`src/ciUnit_config.svh`:
```
`ifndef CI_UNIT_CONFIG_SVH
`define CI_UNIT_CONFIG_SVH

// instruction numbers as they appear on ciRequest.opcode.
`define SWAP_BYTE_CI_ID 8'd1
`define DELAY_CI_ID 8'd6
`define PROFILE_CI_ID 8'd12
`define GRAY_CI_ID 8'd13

// ready is the top counter bit, so release takes 2**(bits-1) cycles.
`define RESET_COUNT_BITS 5

// 100 ns system clock.
`define CYCLES_PER_MICROSECOND 10

`endif
```
`src/pixelPkg.sv`:
```
`default_nettype none

package pixelPkg;

  typedef struct packed {
    logic [4:0] red;
    logic [5:0] green;
    logic [4:0] blue;
  } rgb565_t;

  typedef logic [7:0] gray_t;

endpackage

`default_nettype wire

```
`src/ciPkg.sv`:
```
`default_nettype none

package ciPkg;

  typedef logic [7:0] ciOpcode_t;
  typedef logic [31:0] ciWord_t;

  typedef struct packed {
    logic      start;  // one-cycle strobe.
    ciOpcode_t opcode;
    ciWord_t   dataA;
    ciWord_t   dataB;
  } ciRequest_t;

  typedef struct packed {
    logic    done;    // one-cycle pulse.
    ciWord_t result;  // valid only with done.
  } ciResponse_t;

  // same word seen as bytes or as half-words.
  typedef union packed {
    logic [3:0][7:0]  bytes;
    logic [1:0][15:0] halves;
  } ciWord_u;

endpackage

`default_nettype wire

```
`src/customInstructionUnit.sv`:
```
`timescale 1ns/1ps
`default_nettype none

module customInstructionUnit (
  input  logic               s_systemClock,
  input  logic               s_pllLocked,
  input  ciPkg::ciRequest_t  ciRequest,
  output ciPkg::ciResponse_t ciResponse,
  output logic               ready
);

  ciPkg::ciResponse_t swapResponse;
  ciPkg::ciResponse_t grayResponse;
  ciPkg::ciResponse_t delayResponse;
  ciPkg::ciResponse_t profileResponse;

  resetSequencer resetSequencer_i (
    .s_systemClock(s_systemClock),
    .s_pllLocked  (s_pllLocked),
    .ready        (ready)
  );

  swapByteIse swapByteIse_i (
    .ciRequest (ciRequest),
    .ciResponse(swapResponse)
  );

  rgb565GrayIse rgb565GrayIse_i (
    .ciRequest (ciRequest),
    .ciResponse(grayResponse)
  );

  delayIse delayIse_i (
    .s_systemClock(s_systemClock),
    .s_pllLocked  (s_pllLocked),
    .ready        (ready),
    .ciRequest    (ciRequest),
    .ciResponse   (delayResponse)
  );

  cycleProfiler cycleProfiler_i (
    .s_systemClock(s_systemClock),
    .s_pllLocked  (s_pllLocked),
    .ready        (ready),
    .ciRequest    (ciRequest),
    .ciResponse   (profileResponse)
  );

  // idle units drive zero, so OR acts as the answer mux.
  assign ciResponse = swapResponse | grayResponse | delayResponse | profileResponse;

  atMostOneDone : assert property (
    @(posedge s_systemClock) disable iff (!s_pllLocked)
      $onehot0({swapResponse.done, grayResponse.done, delayResponse.done,
                profileResponse.done})
  );

endmodule

`default_nettype wire

```
`src/cycleProfiler.sv`:
```
`timescale 1ns/1ps
`default_nettype none
`include "ciUnit_config.svh"

module cycleProfiler (
  input  logic               s_systemClock,
  input  logic               s_pllLocked,
  input  logic               ready,
  input  ciPkg::ciRequest_t  ciRequest,
  output ciPkg::ciResponse_t ciResponse
);

  logic        hit;
  logic        countEnable;
  logic [31:0] cycleCount;

  assign hit = ciRequest.start && (ciRequest.opcode == `PROFILE_CI_ID);

  always_ff @(posedge s_systemClock or negedge s_pllLocked) begin
    if (!s_pllLocked) begin
      countEnable <= 1'b0;
      cycleCount  <= '0;
    end else if (!ready) begin
      countEnable <= 1'b0;
      cycleCount  <= '0;
    end else begin
      if (hit) begin
        countEnable <= ciRequest.dataB[0];
      end
      if (hit && ciRequest.dataB[1]) begin
        cycleCount <= '0;  // clear wins over the increment.
      end else if (countEnable) begin
        cycleCount <= cycleCount + 1'b1;
      end
    end
  end

  // the read returns the count from before this edge.
  assign ciResponse.done = hit;
  assign ciResponse.result = hit ? cycleCount : '0;

endmodule

`default_nettype wire

```
`src/delayIse.sv`:
```
`timescale 1ns/1ps
`default_nettype none
`include "ciUnit_config.svh"

module delayIse (
  input  logic               s_systemClock,
  input  logic               s_pllLocked,
  input  logic               ready,
  input  ciPkg::ciRequest_t  ciRequest,
  output ciPkg::ciResponse_t ciResponse
);

  logic        hit;
  logic        busy;
  logic        lastCycle;
  logic [35:0] requestedCycles;
  logic [35:0] loadCount;
  logic [35:0] cycleCount;

  assign hit = ciRequest.start && (ciRequest.opcode == `DELAY_CI_ID);

  // 32-bit microseconds times the clock rate needs 36 bits.
  assign requestedCycles = {4'd0, ciRequest.dataA} * 36'(`CYCLES_PER_MICROSECOND);
  assign loadCount = (requestedCycles == '0) ? 36'd1 : requestedCycles;  // minimum one cycle.

  assign lastCycle = busy && (cycleCount == 36'd1);

  always_ff @(posedge s_systemClock or negedge s_pllLocked) begin
    if (!s_pllLocked) begin
      busy       <= 1'b0;
      cycleCount <= '0;
    end else if (!ready) begin
      busy       <= 1'b0;
      cycleCount <= '0;
    end else if (hit) begin
      busy       <= 1'b1;
      cycleCount <= loadCount;
    end else if (lastCycle) begin
      busy       <= 1'b0;
      cycleCount <= '0;
    end else if (busy) begin
      cycleCount <= cycleCount - 1'b1;
    end
  end

  assign ciResponse.done = lastCycle;
  assign ciResponse.result = '0;  // a delay returns nothing.

  // the processor is stalled on this instruction until done.
  noStartWhileBusy : assert property (
    @(posedge s_systemClock) disable iff (!s_pllLocked)
      busy |-> !hit
  );

endmodule

`default_nettype wire

```
`src/rgb565GrayIse.sv`:
```
`timescale 1ns/1ps
`default_nettype none
`include "ciUnit_config.svh"

module rgb565GrayIse (
  input  ciPkg::ciRequest_t  ciRequest,
  output ciPkg::ciResponse_t ciResponse
);

  logic              hit;
  pixelPkg::rgb565_t pixel;
  logic [7:0]        red8;
  logic [7:0]        green8;
  logic [7:0]        blue8;
  logic [15:0]       weightedSum;
  pixelPkg::gray_t   gray;

  assign hit = ciRequest.start && (ciRequest.opcode == `GRAY_CI_ID);
  assign pixel = ciRequest.dataA[15:0];

  // widen each channel to 8 bits.
  assign red8 = {pixel.red, 3'b000};
  assign green8 = {pixel.green, 2'b00};
  assign blue8 = {pixel.blue, 3'b000};

  // weights sum to 256, so the total never exceeds 16 bits.
  assign weightedSum = red8 * 16'd54 + green8 * 16'd183 + blue8 * 16'd19;
  assign gray = weightedSum[15:8];

  assign ciResponse.done = hit;
  assign ciResponse.result = hit ? {24'd0, gray} : '0;

endmodule

`default_nettype wire

```
`src/swapByteIse.sv`:
```
`timescale 1ns/1ps
`default_nettype none
`include "ciUnit_config.svh"

module swapByteIse (
  input  ciPkg::ciRequest_t  ciRequest,
  output ciPkg::ciResponse_t ciResponse
);

  logic           hit;
  ciPkg::ciWord_u wordIn;
  ciPkg::ciWord_u wordOut;

  assign hit = ciRequest.start && (ciRequest.opcode == `SWAP_BYTE_CI_ID);
  assign wordIn = ciRequest.dataA;

  always_comb begin
    if (ciRequest.dataB[0]) begin
      wordOut.halves[1] = wordIn.halves[0];  // half-word exchange.
      wordOut.halves[0] = wordIn.halves[1];
    end else begin
      wordOut.bytes[3] = wordIn.bytes[0];  // full endian swap.
      wordOut.bytes[2] = wordIn.bytes[1];
      wordOut.bytes[1] = wordIn.bytes[2];
      wordOut.bytes[0] = wordIn.bytes[3];
    end
  end

  assign ciResponse.done = hit;
  assign ciResponse.result = hit ? wordOut : '0;  // zero keeps the wired-OR clean.

endmodule

`default_nettype wire

```
`src/resetSequencer.sv`:
```
`timescale 1ns/1ps
`default_nettype none
`include "ciUnit_config.svh"

module resetSequencer (
  input  logic s_systemClock,
  input  logic s_pllLocked,
  output logic ready
);

  logic [`RESET_COUNT_BITS-1:0] resetCount;

  always_ff @(posedge s_systemClock or negedge s_pllLocked) begin
    if (!s_pllLocked) begin
      resetCount <= '0;
    end else if (!resetCount[`RESET_COUNT_BITS-1]) begin
      resetCount <= resetCount + 1'b1;  // stops once the top bit sets.
    end
  end

  assign ready = resetCount[`RESET_COUNT_BITS-1];

  // only a loss of lock may take the system back into reset.
  readyStaysHigh : assert property (
    @(posedge s_systemClock) disable iff (!s_pllLocked)
      ready |=> ready
  );

endmodule

`default_nettype wire

```
`config.mk`:
```
export PLATFORM = sky130hd
export DESIGN_NAME = customInstructionUnit
export DESIGN_NICKNAME = d
export VERILOG_FILES = /design/src/pixelPkg.sv /design/src/ciPkg.sv /design/src/customInstructionUnit.sv /design/src/cycleProfiler.sv /design/src/delayIse.sv /design/src/rgb565GrayIse.sv /design/src/swapByteIse.sv /design/src/resetSequencer.sv
export VERILOG_INCLUDE_DIRS = /design/src
export SDC_FILE = /design/constraint.sdc
export NUM_CORES = 1
export LEC_CHECK = 0
export BUFFER_PORTS_ARGS = -buffer_cell sky130_fd_sc_hd__buf_2
export CAP_MARGIN = 0
export CORE_MARGIN = 5
export CORE_UTILIZATION = 50
export CTS_BUF_LIST = sky130_fd_sc_hd__clkbuf_2
export CTS_CLUSTER_DIAMETER = 60
export DETAILED_ROUTE_END_ITERATION = 7
export MAX_ROUTING_LAYER = met4
export PLACE_DENSITY_LB_ADDON = 0.2
export SLEW_MARGIN = 20
export SYNTH_ARGS = -nofsm -noshare
export SYNTH_HDL_FRONTEND = slang
export SYNTH_SLANG_ARGS = --single-unit
```
`constraint.sdc`:
```
create_clock -name s_systemClock -period 23.9 [get_ports s_systemClock]
set_clock_uncertainty 0.2 [all_clocks]
set_input_delay 4.78 -clock s_systemClock [delete_from_list [all_inputs] [get_ports s_systemClock]]
set_output_delay 4.78 -clock s_systemClock [all_outputs]
set_load 0.02 [all_outputs]
```
==> impl_metrics.csv, run 1 <==
group,metric,value,unit
run_status,status,"finished, final reports clean",
drt,detail_route.wl_per_cell,17.8,um
placement,dp.cells,1525,
floorplan,io_pins,109,
run,drv_cap,0,
worst_setup_path,crit_family,"adder cells",
clock_tree,ctsLongestPathBuffers,2,
clock_tree,cts_setup_buffers,0,
timing,worstMarginPinSlew,946,ps
clock_tree,hold_buffers,0,
placement,place_ws,8670,ps
final_layout,fill_cells,1887,
synth,ys_seq_area_share,19.1,%
min_path,min_path_cells,1,
synth,yosys-top-cells-area,"dfrtp_1, ha_1, fa_1, a21oi_1, nand2_1",
global_route,first_global_vias,8883,
floorplan,die-area,0.0226,mm2
timing,timing.final.crit_share,63.7,%
pwr,power.density,75.9,mW/mm2
synth,synth_ff_type,"dfrtp_1",
worst_setup_path,critPathMaxFanout,7,
timing,drv_slew,0,
min_path,hold_path.startpoint,"resetSequencer_i.resetCount[3]",
pwr,p_leak,5.06,nW
final_layout,areaGrowthSynthToFinish,7.60,%
global_route,grt_max_degree,76,
worst_setup_path,start_kind,"primary input",
timing,hold_viol,0,
worst_setup_path,path_class,"in -> out",
global_route,grt_remaining_overflow,0,
worst_setup_path,r2r.worst_path.cells,9,
worst_setup_path,crit_path_frequent_cell,"fa_1",
floorplan,fp-row-count,51,
final_layout,utilization,54.5,%
final_layout,fin_area,0.0106,mm2
synth,yosysMostFrequentCell,"ha_1",
min_path,hold_path.class,"reg -> reg",
clock_tree,cts_sinks,75,
final_layout,drive_gt1_share,9.80,%
synth,async_flop_share,100,%
synth,synth_edf_count,0,
timing,rsz0062_at_grt,"no",
drt,ant_nets,0,
timing,setup_tns,0,ps
clock_tree,clk_latency,580,ps
floorplan,die_w,150,um
worst_setup_path,reg2reg_to,"delayIse_i.cycleCount[31]",
drt,wl,27.4,mm
clock_tree,h-tree-depth,3,
drt,vias,9148,
clock_tree,cts_resized,0,
global_route,grt_antenna_before_repair,0,
timing,slew_headroom,36.9,%
synth,yosysTopAreaCell,"dfrtp_1",
worst_setup_path,slowest_delay,580,ps
min_path,min_to,"resetSequencer_i.resetCount[3]",
pwr,ir_drop,0.127,mV
floorplan,core,0.0194,mm2
final_layout,diodes,0,
worst_setup_path,rrSetupSlack,19880,ps
synth,synth_warnings,0,
synth,synth-seq-cells,75,
global_route,track_usage,25.6,%
worst_setup_path,critPathRequiredTime,18920,ps
placement,postPlaceCellArea,0.0104,mm2
synth,avgSynthCellArea,8.05,um2
worst_setup_path,crit_arrival,10250,ps
placement,port-buffer-count,78,
timing,final.setup.worst_slack,8670,ps
clock_tree,numCtsBuffers,9,
drt,drtIter0Drc,489,
drt,first_pass_iters,5,
timing,period_minus_slack,15230,ps
synth,synthCells,1222,
worst_setup_path,cp_slowest_cell,"o41ai_1",
synth,synth_top_area_share,19.1,%
worst_setup_path,cp_num_buf_inv,5,
timing,fin_hold_ws,301,ps
drt,drc,0,
pwr,power,0.802,mW
global_route,grt_pass1_wl,45.1,mm
final_layout,final_cells,1540,
final_layout,nets,1507,
placement,place_hpwl,21.4,mm
synth,syn-num-nets,1458,
synth,syn-cell-area,0.00983,mm2
synth,synthDistinctLibCells,76,
worst_setup_path,rr_startpoint,"delayIse_i.cycleCount[6]",
worst_setup_path,cp.depth,21,
timing,clock.fmax,0.0656,GHz
clock_tree,path_clk_slew,220,ps
clock_tree,tritoncts,"built",
floorplan,chipHeight,150,um
worst_setup_path,end_kind,"output port",
drt,vias_per_cell,5.94,
timing,setup_viol,0,
floorplan,start_util,50.7,%
clock_tree,cts_root_buf,"clkbuf_2",
placement,gp_congestion,0.926,
worst_setup_path,worstPathCellList,"buf_2 > fa_1 > inv_1 > fa_1 > fa_1 > inv_1 > ha_1 > a21oi_1 > o21bai_1 > a21oi_1 > o21bai_1 > a21oi_1 > xnor2_1 > fa_1 > inv_1 > ha_1 > o41ai_1 > o21ai_0 > xor2_1 > o221ai_1 > buf_2",
synth,yosys-top-cells-count,"ha_1, nand2_1, nor2_1, inv_1, a21oi_1",
## where the power goes
group / internal, mW / leakage, nW / switching [mW]
registers: 0.151 / 1.02 / 0.0306
clock network: 0.0343 / 0.0817 / 0.0501
logic: 0.219 / 3.96 / 0.318
## final cells by class
| type | instances | area [um2] | share of cell area (%) |
|---|---|---|---|
| flip-flops and latches | 75 | 1880 | 17.7 |
| repair buffers | 85 | 449 | 4.25 |
| clock inverters | 5 | 78.8 | 0.745 |
| well taps | 265 | 332 | 3.13 |
| clock buffers | 10 | 50.0 | 0.473 |
| multi-input cells | 1011 | 7460 | 70.5 |
| inverters | 89 | 334 | 3.16 |
## kinds of logic after synthesis
group,count (synthesis),share of synthesized area (%)
fa+ha+maj,161,22.6
xor+xnor,80,7.13
mux,42,4.31
buf+inv,136,5.26
simple gates,402,20.4
flops,75,19.1
compound gates,326,21.3
## cells in the final DEF, fill, tap and decap left out, drive strengths merged, types with 11 or more instances in the layout
cell type    n
xnor2       33
nand3       38
nor2        91
a211oi      14
nand4       15
o21bai      13
a21o        22
o21a        12
o22ai       15
nand2      111
or4         11
ha         134
a31oi       12
inv         89
xor2        47
nor3        39
nor4        21
dfrtp       75
o21ai       82
fa          27
a21oi       88
buf         85
or3         16
mux2i       39
## flip-flops by register name, indices dropped and copies added (netlist names)
signal                       flops
cycleProfiler_i.countEnable      1
cycleProfiler_i.cycleCount      32
delayIse_i.busy                  1
delayIse_i.cycleCount           36
resetSequencer_i.resetCount      5
## per-layer routing
layer / wire length, um / vias to the layer above / share of wire, % / GRT usage, %
met2: 12700 / 243 / 46 / 41.1
met5: 0 / - / 0 / -
met4: 442 / 0 / 1.6 / 5.54
met1: 12800 / 4307 / 47 / 34.9
li1: - / 4570 / - / -
met3: 1390 / 28 / 5.1 / 3.28
## how the worst max path moves through the flow
stage / to / start
after floorplan: ciResponse[7] / ciRequest[40]
after global placement: ciResponse[7] / ciRequest[40]
after detailed placement: ciResponse[7] / ciRequest[40]
after CTS: ciResponse[7] / ciRequest[40]
after global routing: ciResponse[7] / ciRequest[40]
final: ciResponse[7] / ciRequest[40]
## worst reg2reg max path, delay by kind of cell, from the launching register on
kind	cells	cell delay, ps
AOI/OAI and AO/OA	3	500
DFF	1	470
and+or+nand+nor	6	2780
Note: power is estimated with default switching activity, not from simulation.
==> run 2: changes to the inputs <==
clock period = 12.4 ns   (was 23.9 ns; I/O delays follow)
==> impl_metrics.csv, run 2 (synthesis gave the netlist of run 1 again) <==
group,metric,value,unit
floorplan,die-area,0.0226,mm2
clock_tree,path_clk_slew,220,ps
worst_setup_path,path_class,"in -> out",
final_layout,fin_area,0.0106,mm2
min_path,hold_path.class,"reg -> reg",
global_route,first_global_vias,8885,
drt,drtIter0Drc,494,
floorplan,core,0.0194,mm2
floorplan,chipHeight,150,um
final_layout,nets,1507,
floorplan,fp-row-count,51,
clock_tree,numCtsBuffers,9,
timing,worstMarginPinSlew,985,ps
floorplan,io_pins,109,
timing,clock.fmax,0.0941,GHz
worst_setup_path,crit_path_frequent_cell,"fa_1",
drt,vias,9133,
drt,ant_nets,0,
worst_setup_path,crit_arrival,7950,ps
final_layout,largest-register,"delayIse_i.cycleCount",
global_route,grt_max_degree,76,
global_route,grt_remaining_overflow,0,
run_status,status,"finished, final reports clean",
final_layout,mostFrequentLayoutCells,"ha_1, nand2_1, nor2_1, inv_1, a21oi_1",
clock_tree,h-tree-depth,3,
clock_tree,cts_setup_buffers,0,
worst_setup_path,end_kind,"output port",
drt,drc,0,
drt,first_pass_iters,5,
worst_setup_path,crit_family,"adder cells",
clock_tree,cts_root_buf,"clkbuf_2",
timing,final.setup.worst_slack,1770,ps
final_layout,diodes,0,
worst_setup_path,worstPathCellList,"buf_2 > fa_1 > inv_1 > fa_1 > fa_1 > inv_1 > ha_1 > a21oi_1 > o21bai_1 > a21oi_1 > o21bai_1 > a21oi_1 > xnor2_1 > fa_1 > inv_1 > ha_1 > o41ai_1 > o21ai_0 > xor2_1 > o221ai_1 > buf_2",
drt,vias_per_cell,5.93,
global_route,grt_antenna_before_repair,0,
drt,detail_route.wl_per_cell,17.8,um
placement,gp_congestion,0.933,
clock_tree,cts_resized,0,
timing,rsz0062_at_grt,"no",
pwr,p_leak,5.04,nW
worst_setup_path,critPathRequiredTime,9720,ps
run,drv_cap,0,
pwr,ir_drop,0.188,mV
timing,slew_headroom,34.3,%
timing,setup_viol,0,
worst_setup_path,cp_slowest_cell,"o41ai_1",
worst_setup_path,slowest_delay,580,ps
worst_setup_path,start_kind,"primary input",
floorplan,start_util,50.7,%
timing,drv_slew,0,
final_layout,largest_reg_flops,36,
clock_tree,tritoncts,"built",
placement,port-buffer-count,78,
timing,period_minus_slack,10630,ps
final_layout,drive_gt1_share,9.73,%
worst_setup_path,crit_path_start,"ciRequest[40]",
final_layout,areaGrowthSynthToFinish,7.32,%
global_route,grt_pass1_wl,45.2,mm
placement,place_hpwl,21.3,mm
timing,setup_tns,0,ps
clock_tree,clk_latency,580,ps
placement,postPlaceCellArea,0.0104,mm2
placement,place_ws,1800,ps
clock_tree,cts_sinks,75,
final_layout,final_common_cell,"ha_1",
drt,wl,27.4,mm
worst_setup_path,rr_startpoint,"delayIse_i.cycleCount[6]",
worst_setup_path,critPathMaxFanout,7,
floorplan,die_w,150,um
global_route,track_usage,25.5,%
worst_setup_path,cp_num_buf_inv,5,
pwr,power.density,145,mW/mm2
clock_tree,hold_buffers,0,
timing,hold_viol,0,
min_path,hold_path.startpoint,"resetSequencer_i.resetCount[3]",
timing,timing.final.crit_share,85.7,%
clock_tree,ctsLongestPathBuffers,2,
final_layout,top_regs,"delayIse_i.cycleCount: 36 flops, cycleProfiler_i.cycleCount: 32 flops, resetSequencer_i.resetCount: 5 flops",
==> run 2: cell types whose count changed in the layout (fill, tap and decap cells not counted) <==
cell	delta
clkbuf_2	-1
clkinvlp_4	+1
bufinv_16	-1
==> run 2: area by class of cell <==
cell class	count	area [um2]
tap	265	332
clock buffer	9	45.0
sequential	75	1880
fill	1916	8850
multi-input combinational	1011	7460
inverter	89	334
timing repair buffer	85	449
clock inverter	5	56.3
==> run 2: report_power, final <==
part,internal (mW),switching [mW]
registers,0.290,0.0580
logic,0.423,0.625
clock network,0.0439,0.0925
==> run 2: path summary, 6_finish.rpt <==
| check | depth (start not counted) | endpoint | slack [ps] |
|---|---|---|---|
| min reg2reg | 1 | resetSequencer_i.resetCount[3] | 300 |
| max in group asynchronous | 1 | cycleProfiler_i.cycleCount[19] | 9770 |
| max | 21 | ciResponse[7] | 1770 |
| min | 1 | resetSequencer_i.resetCount[3] | 300 |
| max reg2reg | 9 | delayIse_i.cycleCount[31] | 8380 |
| min in group asynchronous | 1 | delayIse_i.cycleCount[4] | 1680 |
==> run 2: metal layers <==
metal | track usage [%] | routed length, um
met5 | - | 0
met4 | 5.31 | 438
met3 | 3.19 | 1460
met2 | 40.5 | 12600
met1 | 35.4 | 12900
==> run 2: through the flow <==
stage,power [mW],cells,utilization [%],hold WS (ps)
CTS,1.53,1539,54.3,301
finish,1.53,1539,54.4,296
global placement,1.36,1525,53.8,270
detailed placement,1.39,1525,53.8,276
global route,1.67,1539,54.4,325
floorplan,1.10,1222,-,247
